**config.mk**
```make
export PLATFORM = sky130hd
export DESIGN_NAME = video_top
export DESIGN_NICKNAME = d
export VERILOG_FILES = /design/src/common/video_pkg.sv /design/src/design/pixel_out.sv /design/src/design/video_top.sv /design/src/regs/video_regs.sv /design/src/timing/video_timing.sv
export SDC_FILE = /design/constraint.sdc
export NUM_CORES = 1
export LEC_CHECK = 0
export BUFFER_PORTS_ARGS = -buffer_cell sky130_fd_sc_hd__buf_2
export CORE_MARGIN = 2
export CORE_UTILIZATION = 54
export CTS_CLUSTER_SIZE = 10
export DETAILED_ROUTE_END_ITERATION = 7
export PLACE_DENSITY = 0.72
export SLEW_MARGIN = 20
export SYNTH_ARGS = -nofsm -noshare
export SYNTH_HDL_FRONTEND = slang
export SYNTH_HIERARCHICAL = 1
export SYNTH_SLANG_ARGS = --single-unit
```
**constraint.sdc**
```tcl
create_clock -name clk -period 1.7 [get_ports clk]
set_input_delay 0.255 -clock clk [delete_from_list [all_inputs] [get_ports clk]]
set_output_delay 0.255 -clock clk [all_outputs]
set_load 0.02 [all_outputs]
```
**src/common/video_pkg.sv**
```systemverilog
`default_nettype none

package video_pkg;

    typedef logic [15:0] word_t;                // register data word
    typedef logic [7:0]  color_t;               // palette index
    typedef logic [10:0] hres_t;                // horizontal counter
    typedef logic [9:0]  vres_t;                // vertical counter

    typedef enum logic [1:0] {
        VISIBLE   = 2'd0,
        PRE_SYNC  = 2'd1,
        SYNC      = 2'd2,
        POST_SYNC = 2'd3
    } video_state_t;

    typedef enum logic [4:0] {
        XR_VID_CTRL     = 5'd0,
        XR_VID_LEFT     = 5'd6,
        XR_VID_RIGHT    = 5'd7,
        XR_SCANLINE     = 5'd8,
        XR_VID_HSIZE    = 5'd9,
        XR_VID_VSIZE    = 5'd10,
        XR_PA_GFX_CTRL  = 5'd16,
        XR_PA_DISP_ADDR = 5'd18,
        XR_PA_LINE_LEN  = 5'd19
    } reg_num_t;

    // tiny mode for simulation, visible area comes first on each line
    localparam int VISIBLE_WIDTH  = 16;
    localparam int H_FRONT_PORCH  = 2;
    localparam int H_SYNC_PULSE   = 3;
    localparam int H_BACK_PORCH   = 3;
    localparam int TOTAL_WIDTH    = VISIBLE_WIDTH + H_FRONT_PORCH + H_SYNC_PULSE + H_BACK_PORCH;

    localparam int VISIBLE_HEIGHT = 6;
    localparam int V_FRONT_PORCH  = 1;
    localparam int V_SYNC_PULSE   = 2;
    localparam int V_BACK_PORCH   = 1;
    localparam int TOTAL_HEIGHT   = VISIBLE_HEIGHT + V_FRONT_PORCH + V_SYNC_PULSE + V_BACK_PORCH;

    localparam logic H_SYNC_POLARITY = 1'b0;    // active low
    localparam logic V_SYNC_POLARITY = 1'b0;    // active low

    localparam color_t RESET_BORDER   = 8'h08;  // dark grey
    localparam word_t  RESET_LINE_LEN = 16'd8;

    localparam logic [1:0] INTR_VSYNC_BIT = 2'd3;

endpackage

`default_nettype wire

```
**src/design/pixel_out.sv**
```systemverilog
`default_nettype none

module pixel_out (
    input  wire logic               clk,
    input  wire logic               reset_i,
    input  wire video_pkg::hres_t   h_count_i,
    input  wire logic               h_vis_i,
    input  wire logic               v_vis_i,
    input  wire logic               h_sync_i,
    input  wire logic               v_sync_i,
    input  wire video_pkg::color_t  border_color_i,
    input  wire video_pkg::hres_t   vid_left_i,
    input  wire video_pkg::hres_t   vid_right_i,
    input  wire logic               pa_blank_i,
    input  wire video_pkg::color_t  pa_colorbase_i,
    output logic                    hsync_o,
    output logic                    vsync_o,
    output logic                    dv_de_o,
    output video_pkg::color_t       color_index_o
);
    import video_pkg::*;

    logic       de;
    logic       in_window;
    color_t     color_next;

    assign de        = h_vis_i && v_vis_i;
    assign in_window = (h_count_i >= vid_left_i) && (h_count_i < vid_right_i);

    // border everywhere except the unblanked window
    assign color_next = (de && !pa_blank_i && in_window) ? pa_colorbase_i : border_color_i;

    always_ff @(posedge clk) begin
        if (reset_i) begin
            hsync_o       <= ~H_SYNC_POLARITY;         // inactive level
            vsync_o       <= ~V_SYNC_POLARITY;
            dv_de_o       <= 1'b0;
            color_index_o <= '0;
        end else begin
            hsync_o       <= h_sync_i ? H_SYNC_POLARITY : ~H_SYNC_POLARITY;
            vsync_o       <= v_sync_i ? V_SYNC_POLARITY : ~V_SYNC_POLARITY;
            dv_de_o       <= de;
            color_index_o <= color_next;
        end
    end

    // sync pulse never overlaps active video
    a_no_de_in_hsync: assert property (@(posedge clk) disable iff (reset_i)
        dv_de_o |-> (hsync_o == ~H_SYNC_POLARITY) && (vsync_o == ~V_SYNC_POLARITY));

endmodule

`default_nettype wire

```
**src/design/video_top.sv**
```systemverilog
`default_nettype none

module video_top (
    input  wire logic               clk,
    input  wire logic               reset_i,
    input  wire logic               reg_wr_i,
    input  wire video_pkg::reg_num_t reg_num_i,
    input  wire video_pkg::word_t   reg_data_i,
    output video_pkg::word_t        reg_data_o,
    input  wire logic [3:0]         intr_status_i,
    output logic [3:0]              intr_signal_o,
    output logic                    hsync_o,
    output logic                    vsync_o,
    output logic                    dv_de_o,
    output video_pkg::color_t       color_index_o
);
    import video_pkg::*;

    hres_t      h_count;
    vres_t      v_count;
    logic       h_vis;
    logic       v_vis;
    logic       h_sync;
    logic       v_sync;
    logic       last_visible_pixel;

    color_t     border_color;
    hres_t      vid_left;
    hres_t      vid_right;
    logic       pa_blank;
    color_t     pa_colorbase;

    video_timing u_timing (
        .clk                  (clk),
        .reset_i              (reset_i),
        .h_count_o            (h_count),
        .v_count_o            (v_count),
        .h_vis_o              (h_vis),
        .v_vis_o              (v_vis),
        .h_sync_o             (h_sync),
        .v_sync_o             (v_sync),
        .last_visible_pixel_o (last_visible_pixel)
    );

    video_regs u_regs (
        .clk                  (clk),
        .reset_i              (reset_i),
        .reg_wr_i             (reg_wr_i),
        .reg_num_i            (reg_num_i),
        .reg_data_i           (reg_data_i),
        .intr_status_i        (intr_status_i),
        .v_count_i            (v_count),
        .v_vis_i              (v_vis),
        .last_visible_pixel_i (last_visible_pixel),
        .reg_data_o           (reg_data_o),
        .intr_signal_o        (intr_signal_o),
        .border_color_o       (border_color),
        .vid_left_o           (vid_left),
        .vid_right_o          (vid_right),
        .pa_blank_o           (pa_blank),
        .pa_colorbase_o       (pa_colorbase)
    );

    pixel_out u_pixel (
        .clk                  (clk),
        .reset_i              (reset_i),
        .h_count_i            (h_count),
        .h_vis_i              (h_vis),
        .v_vis_i              (v_vis),
        .h_sync_i             (h_sync),
        .v_sync_i             (v_sync),
        .border_color_i       (border_color),
        .vid_left_i           (vid_left),
        .vid_right_i          (vid_right),
        .pa_blank_i           (pa_blank),
        .pa_colorbase_i       (pa_colorbase),
        .hsync_o              (hsync_o),
        .vsync_o              (vsync_o),
        .dv_de_o              (dv_de_o),
        .color_index_o        (color_index_o)
    );

endmodule

`default_nettype wire

```
**src/regs/video_regs.sv**
```systemverilog
`default_nettype none

module video_regs (
    input  wire logic                clk,
    input  wire logic                reset_i,
    input  wire logic                reg_wr_i,
    input  wire video_pkg::reg_num_t reg_num_i,
    input  wire video_pkg::word_t    reg_data_i,
    input  wire logic [3:0]          intr_status_i,
    input  wire video_pkg::vres_t    v_count_i,
    input  wire logic                v_vis_i,
    input  wire logic                last_visible_pixel_i,
    output video_pkg::word_t         reg_data_o,
    output logic [3:0]               intr_signal_o,
    output video_pkg::color_t        border_color_o,
    output video_pkg::hres_t         vid_left_o,
    output video_pkg::hres_t         vid_right_o,
    output logic                     pa_blank_o,
    output video_pkg::color_t        pa_colorbase_o
);
    import video_pkg::*;

    color_t     border_color;
    hres_t      vid_left;
    hres_t      vid_right;

    // playfield A config, only blank and colourbase drive the picture
    logic       pa_blank;
    color_t     pa_colorbase;
    logic       pa_bitmap;
    logic [1:0] pa_bpp;
    logic [1:0] pa_h_repeat;
    logic [1:0] pa_v_repeat;
    word_t      pa_disp_addr;
    word_t      pa_line_len;

    word_t      rd_data;

    always_ff @(posedge clk) begin
        if (reset_i) begin
            intr_signal_o <= 4'b0;
            border_color  <= RESET_BORDER;
            vid_left      <= '0;
            vid_right     <= hres_t'(VISIBLE_WIDTH);   // full width window
            pa_blank      <= 1'b1;                     // playfield starts blanked
            pa_colorbase  <= '0;
            pa_bitmap     <= 1'b0;
            pa_bpp        <= 2'b0;
            pa_h_repeat   <= 2'b0;
            pa_v_repeat   <= 2'b0;
            pa_disp_addr  <= '0;
            pa_line_len   <= RESET_LINE_LEN;
        end else begin
            intr_signal_o <= 4'b0;                     // pulses last one cycle

            if (reg_wr_i) begin
                case (reg_num_i)
                    XR_VID_CTRL: begin
                        border_color  <= reg_data_i[15:8];
                        intr_signal_o <= reg_data_i[3:0];
                    end
                    XR_VID_LEFT: begin
                        vid_left      <= reg_data_i[10:0];
                    end
                    XR_VID_RIGHT: begin
                        vid_right     <= reg_data_i[10:0];
                    end
                    XR_PA_GFX_CTRL: begin
                        pa_colorbase  <= reg_data_i[15:8];
                        pa_blank      <= reg_data_i[7];
                        pa_bitmap     <= reg_data_i[6];
                        pa_bpp        <= reg_data_i[5:4];
                        pa_h_repeat   <= reg_data_i[3:2];
                        pa_v_repeat   <= reg_data_i[1:0];
                    end
                    XR_PA_DISP_ADDR: begin
                        pa_disp_addr  <= reg_data_i;
                    end
                    XR_PA_LINE_LEN: begin
                        pa_line_len   <= reg_data_i;
                    end
                    default: begin
                    end
                endcase
            end

            // end of visible frame, ORed on top of any host write
            if (last_visible_pixel_i) begin
                intr_signal_o[INTR_VSYNC_BIT] <= 1'b1;
            end
        end
    end

    always_comb begin
        case (reg_num_i)
            XR_VID_CTRL:     rd_data = {border_color, 4'b0, intr_status_i};
            XR_SCANLINE:     rd_data = {~v_vis_i, 5'b0, v_count_i};   // bit 15 set when off screen
            XR_VID_HSIZE:    rd_data = word_t'(VISIBLE_WIDTH);
            XR_VID_VSIZE:    rd_data = word_t'(VISIBLE_HEIGHT);
            XR_PA_GFX_CTRL:  rd_data = {pa_colorbase, pa_blank, pa_bitmap, pa_bpp,
                                        pa_h_repeat, pa_v_repeat};
            XR_PA_DISP_ADDR: rd_data = pa_disp_addr;
            XR_PA_LINE_LEN:  rd_data = pa_line_len;
            default:         rd_data = '0;           // left/right and unlisted
        endcase
    end

    always_ff @(posedge clk) begin
        reg_data_o <= rd_data;                       // one clock after reg_num_i
    end

    assign border_color_o = border_color;
    assign vid_left_o     = vid_left;
    assign vid_right_o    = vid_right;
    assign pa_blank_o     = pa_blank;
    assign pa_colorbase_o = pa_colorbase;

    a_intr_clear_after_reset: assert property (@(posedge clk)
        reset_i |=> intr_signal_o == 4'b0);

endmodule

`default_nettype wire

```
**src/timing/video_timing.sv**
```systemverilog
`default_nettype none

module video_timing (
    input  wire logic           clk,
    input  wire logic           reset_i,
    output video_pkg::hres_t    h_count_o,
    output video_pkg::vres_t    v_count_o,
    output logic                h_vis_o,
    output logic                v_vis_o,
    output logic                h_sync_o,
    output logic                v_sync_o,
    output logic                last_visible_pixel_o
);
    import video_pkg::*;

    video_state_t   h_state;
    video_state_t   h_state_next;
    video_state_t   v_state;
    video_state_t   v_state_next;

    hres_t          h_count;
    hres_t          h_count_next;
    hres_t          h_count_cmp;            // last count of current h state
    vres_t          v_count;
    vres_t          v_count_next;
    vres_t          v_count_cmp;            // last line of current v state

    logic           line_end;
    logic           frame_end;

    // both axes walk the same four states in order
    function automatic video_state_t state_after(input video_state_t s);
        case (s)
            VISIBLE:   state_after = PRE_SYNC;
            PRE_SYNC:  state_after = SYNC;
            SYNC:      state_after = POST_SYNC;
            default:   state_after = VISIBLE;
        endcase
    endfunction

    always_comb begin
        case (h_state)
            VISIBLE:   h_count_cmp = hres_t'(VISIBLE_WIDTH - 1);
            PRE_SYNC:  h_count_cmp = hres_t'(VISIBLE_WIDTH + H_FRONT_PORCH - 1);
            SYNC:      h_count_cmp = hres_t'(VISIBLE_WIDTH + H_FRONT_PORCH + H_SYNC_PULSE - 1);
            default:   h_count_cmp = hres_t'(TOTAL_WIDTH - 1);
        endcase
    end

    always_comb begin
        case (v_state)
            VISIBLE:   v_count_cmp = vres_t'(VISIBLE_HEIGHT - 1);
            PRE_SYNC:  v_count_cmp = vres_t'(VISIBLE_HEIGHT + V_FRONT_PORCH - 1);
            SYNC:      v_count_cmp = vres_t'(VISIBLE_HEIGHT + V_FRONT_PORCH + V_SYNC_PULSE - 1);
            default:   v_count_cmp = vres_t'(TOTAL_HEIGHT - 1);
        endcase
    end

    assign line_end  = (h_state == POST_SYNC) && (h_count == h_count_cmp);   // h wrap
    assign frame_end = line_end && (v_state == POST_SYNC) && (v_count == v_count_cmp);

    assign h_state_next = (h_count == h_count_cmp) ? state_after(h_state) : h_state;
    assign v_state_next = (line_end && v_count == v_count_cmp) ? state_after(v_state) : v_state;

    assign h_count_next = line_end ? '0 : h_count + 1'b1;

    always_comb begin
        v_count_next = v_count;
        if (frame_end) begin
            v_count_next = '0;
        end else if (line_end) begin
            v_count_next = v_count + 1'b1;
        end
    end

    always_ff @(posedge clk) begin
        if (reset_i) begin
            h_state <= VISIBLE;
            v_state <= VISIBLE;
            h_count <= '0;
            v_count <= '0;
        end else begin
            h_state <= h_state_next;
            v_state <= v_state_next;
            h_count <= h_count_next;
            v_count <= v_count_next;
        end
    end

    assign h_count_o = h_count;
    assign v_count_o = v_count;
    assign h_vis_o   = (h_state == VISIBLE);
    assign v_vis_o   = (v_state == VISIBLE);
    assign h_sync_o  = (h_state == SYNC);
    assign v_sync_o  = (v_state == SYNC);

    // wrap of the final visible line
    assign last_visible_pixel_o = line_end && (v_state == VISIBLE) && (v_count == v_count_cmp);

    a_h_count_range: assert property (@(posedge clk) disable iff (reset_i)
        h_count < hres_t'(TOTAL_WIDTH));

    a_v_count_range: assert property (@(posedge clk) disable iff (reset_i)
        v_count < vres_t'(TOTAL_HEIGHT));

endmodule

`default_nettype wire
```
==> results.txt, run 1 <==
Hold repair after CTS inserted 0 buffers. The share of final-layout standard cells stronger than drive strength 1 was 0.316; the chip width was 116 um. The cell type with the highest aggregate area in the netlist is sky130_fd_sc_hd__dfxtp_1. The post-route fraction of the period consumed by the critical path was 1.13. The critical path ends at u_timing/v_count_o[5]. The sum of overflow across all layers after global routing was 0; the post-layout instance area was 8780 um2. The setup violation total in the final timing report was 34; the final clock skew was 0.00554 ns. The power density normalized to cell area is 838 nW/um2, and the mean number of vias per cell is 5.77. Master of the slowest instance on the critical path: sky130_fd_sc_hd__dfxtp_2.

At the later pin of the worst-skew pair, clock insertion delay measures 0.42 ns. The number of synthesized flops with an enable pin was 0. The max-capacitance violation count came out at 0. Traced cell by cell, the critical path runs through inv_4 > ha_4 > xor2_1 > nand2_1 > nor4_2 > buf_4 > a41o_1 > buf_6 > nor2_1.

Setup repair after global routing could not meet its margin everywhere. The checks that failed: setup timing. The net count of the mapped netlist is 787. The count of final hold-check violations was 0. The run gives 902 as the final net count.

For the level count of the clock H-tree, the log shows 4. The worst register-to-register path begins at u_timing/v_state[1]. The number of placed I/O pins came out at 59. The commonest cells after synthesis are sky130_fd_sc_hd__dfxtp_1, sky130_fd_sc_hd__nand2b_1, sky130_fd_sc_hd__nand3_1. The via count is 5900, and the maximum resistive drop on vdd is 0.645 mV. In the synthesized netlist, the number of instances is 726.

The clock tree root driver cell was sky130_fd_sc_hd__clkbuf_16. The post-layout worst setup margin was -0.217 ns; the die height was 116 um. Tracing the worst setup path back leads to its startpoint at u_timing/v_state[1].

Leaving out filler cells and counting taps, the final layout contains 1022. The count of inserted antenna diode cells came out at 0. The fraction of registers with async set or reset after synthesis came out at 0. The number of antenna violations at the first check in global routing is 0. The tools report the number of global-route vias before repair as 5826.

The logs give 0.522 GHz for the peak clock frequency supported by timing and 0.00358 uW for the leakage power figure. TritonCTS built the clock tree. Relative to the synthesized area, the layout overhead comes to 30.5%. Row generation in the floorplan step produced 40 rows. Routability-driven placement finished with a final weighted congestion of 0.863. In the post-synthesis netlist, the cell with the most instances is sky130_fd_sc_hd__dfxtp_1. The critical path is of the register to register type.

The worst slack at placement is -0.264 ns. After synthesis, the cell types taking the most area are sky130_fd_sc_hd__dfxtp_1, sky130_fd_sc_hd__mux2i_1, sky130_fd_sc_hd__nand2b_1. Core area: 12100 um2.

The pin count of the biggest net entering global routing is 62, and the first-pass GRT wire length is 30.4 mm. Dividing the detail-routed wire length by the instance count gives 19.1 um. The largest single stage delay on the critical path is 0.37 ns. The flip-flop and latch count after synthesis is 134. The run gives 2 as the deepest clock path buffer count. The clock sink count is 134, and the register-to-register setup slack is -0.22 ns. For the worst setup path, the data required time is 2.01 ns. Of all nets on the critical path, the largest fanout is 5. The top-area cell type share of the netlist area is 0.399, and the number of max-slew violations in the final report is 0. Counting tap cells, the placed design contains a total of 974 instances. The number of warnings issued by yosys was 6. The clock slew at the register clock pins of the worst setup and hold paths works out to 0.06 ns.

Predominant post-synthesis flop cell: sky130_fd_sc_hd__dfxtp_1. The transition time of the tightest slew-check pin was 0.431 ns; the HPWL after detailed placement was 13.1 mm. The run gives 0.297 as the total global routing track utilization. In this run the critical register-to-register path is captured at u_timing/v_count_o[5]. In this run, the number of DRC markers left after iteration 0 of detailed routing was 543. The count of cells along the worst register-to-register path works out to 9.

The worst hold path belongs to the class primary input to register. The residual antenna-violating net count after detailed routing is 0. The critical path startpoint category is a register. The average instance area after synthesis was 9.27 um2.

The starting density of the core was 0.556; the die footprint was 13400 um2. The number of distinct library cells after synthesis is 62, and the instance area at placement is 7690 um2. For the first-pass iteration count of the detailed router, the log shows 5. The time the final worst path needs with I/O delays and setup was 1.92 ns.

For the worst setup path, the data arrival time is 2.23 ns. STA classifies the critical path endpoint as a register. The post-detailed-route DRC marker count is 0, and the final sum of negative setup slack is -3.59 ns. The flow ran to the end, but the final reports show violations. The logs give 19.5 mm for the post-detailed-routing wire length and 6730 um2 for the netlist area before placement. The clock buffer count from CTS was 17; the normalized max-slew margin was 0.710. The proportion of synthesized chip area in sequential cells is 0.399, and the count of input and output buffers is 58.

Hold timing on the final database bottoms out at a slack of 0.0766 ns.
[how the worst min path moves through the flow]
stage,cells after the start,from,to,slack (ns)
after global routing,2,intr_status_i[0],u_regs/reg_data_o[0],0.07
after detailed placement,2,u_regs/pa_line_len[15],u_regs/pa_line_len[15],0.47
after global placement,2,u_regs/vid_left_o[2],u_regs/vid_left_o[2],0.46
final,2,intr_status_i[0],u_regs/reg_data_o[0],0.08
after CTS,2,intr_status_i[3],u_regs/reg_data_o[3],0.06
after floorplan,1,reset_i,u_timing/h_state[1],0.32
[placed cells by master, fill, tap and decap left out, drive strengths merged, types with 14 or more instances in the layout]
master	instances
nand3	66
inv	38
dfxtp	134
a21oi	41
nor2	45
o21ai	39
buf	147
clkbuf	18
xnor2	14
nand2	16
nand2b	82
ha	33
mux2i	62
[state kept, by name, indices dropped and copies added (netlist names), 4 cells and up]
| name | flops |
|---|---|
| u_timing/h_count_o | 11 |
| u_regs/vid_left_o | 11 |
| u_pixel/color_index_o | 8 |
| u_regs/pa_disp_addr | 16 |
| u_regs/border_color_o | 8 |
| u_timing/v_count_o | 10 |
| u_regs/reg_data_o | 16 |
| u_regs/intr_signal_o | 4 |
| u_regs/vid_right_o | 11 |
| u_regs/pa_line_len | 16 |
| u_regs/pa_colorbase_o | 8 |
[logic make-up after synthesis]
family | count (synthesis) | synth area share
compound gates | 109 | 0.103
xor+xnor | 26 | 0.0338
mux | 69 | 0.104
buf+inv | 85 | 0.0617
simple gates | 270 | 0.238
fa+ha+maj | 33 | 0.0613
flops | 134 | 0.399
[report_power, final]
part	internal (uW)	switching, uW	leakage (uW)
registers	3160	18.7	0.00109
clock network	2210	1450	0.000292
logic	216	298	0.00220
total	5590	1770	0.00358
[repair_timing]
action	CTS	global route
gates resized for setup	48	24
pin swaps	32	14
setup endpoints to repair	34	34
gates cloned	2	1
setup buffers	8	5
[metrics by stage]
step	util	total power, uW
final	0.725	7360
after global routing	0.725	7580
after CTS	0.712	7380
after detailed placement	0.635	3720
after global placement	0.635	3710
after floorplan	-	3520
[final cells by class]
type | count | area (um2)
well taps | 168 | 210
multi-input cells | 508 | 4070
clock buffers | 18 | 439
clock inverters | 14 | 149
inverters | 33 | 129
fillers | 850 | 3330
flip-flops and latches | 134 | 2710
repair buffers | 147 | 1070
[critical path, delay by kind of cell (launching register included)]
family                     cells  cell delay (ns)
and+or+nand+nor                3             0.35
xor gates and xnor gates       1             0.17
adders and majority gates      1             0.27
DFF                            1             0.37
buffers and inverters          3             0.40
AOI/OAI and AO/OA              1             0.24
[metal layers]
metal / track usage / wire length [um]
met5: 0 / 0
met4: 0.117 / 480
met3: 0.0570 / 1320
met2: 0.501 / 9670
met1: 0.377 / 8050
Note: power is estimated with default switching activity, not from simulation.
==> inputs of run 2 (changes only) <==
- CORE_UTILIZATION: 54 -> 60
- PLACE_DENSITY: 0.72 -> 0.76
- clock period: 1.7 -> 2.1 ns (I/O delays scaled with it)
==> run 2 against run 1 <==
The flow now finishes without violations. Clock-buffer cell count rose by 2. Cell area fell by 9.8%. Routed wire length fell by 7.4%. Core utilization rose by 0.23 points. Largest power group unchanged.
==> results.txt, run 2 (synthesis results as in run 1) <==
The count of final hold-check violations came out at 0 (unchanged). The HPWL after detailed placement is 12.6 mm (-4.5%), and the first-pass iteration count of the detailed router is 7 (+2). The final clock skew came out at 0.00957 ns (+0.00403 ns). The mean number of vias per cell is 5.98 (+3.6%).

The run gives 0.08 ns (+0.30 ns) as the register-to-register setup slack. The die footprint was 12100 um2 (-9.7%); the maximum fanout along the worst path was 10 (+5). The run gives 0 (unchanged) as the count of inserted antenna diode cells. In the layout the commonest cells are sky130_fd_sc_hd__dfxtp_1, sky130_fd_sc_hd__nand2b_1, sky130_fd_sc_hd__nand3_1, sky130_fd_sc_hd__mux2i_1, sky130_fd_sc_hd__buf_2. The setup violation total in the final timing report was 0 (-100%). The clock buffer count from CTS is 17 (unchanged). For the clock sink count, the log shows 134 (unchanged). Relative to the synthesized area, the layout overhead comes to 17.7%. The largest registers in the layout are u_regs/pa_disp_addr: 16 flops, u_regs/pa_line_len: 16 flops, u_regs/reg_data_o: 16 flops.

The beginning of the critical path was u_timing/v_state[0]. The worst setup path is of the register to register kind. The count of hold-fix buffers inserted at cts was 0 (unchanged).

The die height was 110 um (-5.0%). The power density normalized to cell area was 794 nW/um2 (-5.3%). The kind of cell adding the most delay to the critical path is compound AO/OA/AOI/OAI gates. The iteration-0 DRC count of the detailed router is 643 (+18%).

The time the final worst path needs with I/O delays and setup is 2.02 ns (+0.101 ns). The run gives 6280 uW (-15%) as the total power. The routed wire length per instance is 19.2 um (+0.71%). The tools report the maximum resistive drop on vdd as 0.787 mV (+22%).

The logs give 38 (-5.0%) for the placement row count and 0.311 (+0.0142) for the total global routing track utilization. The core area is 10900 um2 (-10%). The post-detailed-route DRC marker count was 0 (unchanged); the number of max-slew violations in the final report was 0 (unchanged). TritonCTS built the clock tree.

STA classifies the critical path startpoint as a register. The run gives 44 (-29%) as the pin count of the biggest net entering global routing. The tools report the number of placed I/O pins as 59 (unchanged). The peak clock frequency supported by timing is 0.496 GHz (-5.0%). The worst setup path endpoint was u_timing/v_count_o[7]. The sum of overflow across all layers after global routing came out at 0 (unchanged).

The logs give 2.52 ns (+0.51 ns) for the required time of the critical path and 848 (-6.0%) for the final net count. For the first-pass GRT wire length, the log shows 28.2 mm (-7.3%). The endpoint identified for the worst register-to-register timing path is u_timing/v_count_o[7]. The via count was 5624 (-4.7%). The count of cells along the worst register-to-register path works out to 7 (-2). The number of global-route vias before repair is 5504 (-5.5%), and the peak per-stage delay on the critical path is 0.41 ns (+0.04 ns). The critical path goes through inv_1 > ha_1 > xor2_1 > o2bb2a_1 > o32ai_2 > a41o_2 > nor2_1. Post-route fraction of the period consumed by the critical path: 0.961 (-0.167). The normalized max-slew margin was 0.545 (-0.165). The min-delay analysis places its worst path in the category primary input to register. For the post-detailed-routing wire length, the log shows 18.1 mm (-7.4%). The level count of the clock H-tree came out at 4 (unchanged). The count of input and output buffers is 58 (unchanged). Worst hold slack: 0.0228 ns (-0.0538 ns). The chip width was 110 um (-5.0%). The final instance count without filler cells came out at 940 (-8.0%). Clock slew at the register clock pins of the worst setup and hold paths: 0.06 ns (about the same).

The library cell used most frequently in the layout, excluding fill and tap cells, is sky130_fd_sc_hd__dfxtp_1. The number of antenna violations at the first check in global routing is 0 (unchanged), and the latest clock arrival within the worst-skew pair is 0.53 ns (+0.11 ns). The final weighted congestion in routability-driven placement was 0.881 (+2.1%). The run gives 906 (-7.0%) as the cell count after placement.

The max-capacitance violation count is 0 (unchanged). The run gives 0 (unchanged) as the residual antenna-violating net count after detailed routing. The category of the worst setup path capture point was a register. The tools report the deepest clock path buffer count as 2 (unchanged). On the critical path, the stage with the largest delay is an instance of sky130_fd_sc_hd__dfxtp_1. The transition time of the tightest slew-check pin is 0.683 ns (+0.252 ns).

The tools report the leakage power figure as 0.00322 uW (-10%). The flow ran to the end, and the final reports show no timing, DRC or antenna violations. The cell count along the critical path came out at 7 (-2).

The number of buffers and inverters on the critical path is 1 (-2). The reg-to-reg startpoint is u_timing/v_state[0]. The starting density of the core came out at 0.618 (+0.0625). The arrival time of the worst setup path is 2.43 ns (+0.20 ns).

Clock tree root driver cell: sky130_fd_sc_hd__clkbuf_8. The share of final-layout standard cells stronger than drive strength 1 was 0.204 (-0.112).
run 2: cell types whose count changed in the layout (fill, tap and decap cells not counted), moves of 4 or more:
cell / delta
sky130_fd_sc_hd__dfxtp_2: -10
sky130_fd_sc_hd__ha_4: -13
sky130_fd_sc_hd__buf_4: -41
sky130_fd_sc_hd__inv_6: -4
sky130_fd_sc_hd__a21oi_1: +5
sky130_fd_sc_hd__dfxtp_1: +13
sky130_fd_sc_hd__ha_1: +13
sky130_fd_sc_hd__inv_2: -4
sky130_fd_sc_hd__buf_12: -7
sky130_fd_sc_hd__a21oi_2: -5
sky130_fd_sc_hd__inv_1: +6
sky130_fd_sc_hd__bufinv_16: +4
run 2: what timing repair did:
action / CTS / global route
pin swaps: 0 / 3
setup buffers: 0 / 2
gates resized for setup: 4 / 7
setup endpoints to repair: 24 / 32
endpoints found under the hold margin: 0 / 0
run 2: power by group:
part / leakage (uW) / switching [uW] / internal (uW)
Combinational: 0.00181 / 228 / 134
Clock: 0.000321 / 1110 / 2230
Sequential: 0.00108 / 16.6 / 2560
Total: 0.00322 / 1350 / 4930
run 2: per-layer routing:
metal  vias to the layer above  GRT usage  share of wire
met5                         -          0              0
met3                        58     0.0794          0.063
li1                       2649          -              -
met2                       240      0.506           0.48
met1                      2677      0.390           0.42
met4                         0      0.134          0.034
run 2: final cells by class:
class	count	area, um2
tap	140	175
fill	784	2970
sequential	134	2680
clock inverter	12	223
timing repair buffer	94	573
multi-input combinational	507	3700
inverter	33	124
clock buffer	20	445
run 2: worst min path at each step:
stage | startpoint | to | slack (ns) | cells after the start
after floorplan | reset_i | u_timing/h_state[1] | 0.39 | 1
after global placement | u_regs/pa_disp_addr[2] | u_regs/pa_disp_addr[2] | 0.46 | 2
after detailed placement | u_regs/vid_left_o[1] | u_regs/vid_left_o[1] | 0.46 | 2
after CTS | intr_status_i[0] | u_regs/reg_data_o[0] | 0.01 | 2
after global routing | intr_status_i[0] | u_regs/reg_data_o[0] | 0.009 | 2
final | intr_status_i[3] | u_regs/reg_data_o[3] | 0.02 | 2
run 2: metrics by stage:
step,area (um2),setup TNS (ns),worst slack [ns],util
6_report,7920,0,0.0819,0.727
5_1_grt,7920,-0.0749,-0.0322,0.727
2_1_floorplan,6730,0,0.189,-
3_3_place_gp,7180,0,0.0740,0.659
3_5_place_dp,7180,-0.616,-0.0647,0.659
4_1_cts,7860,0,0.0269,0.722
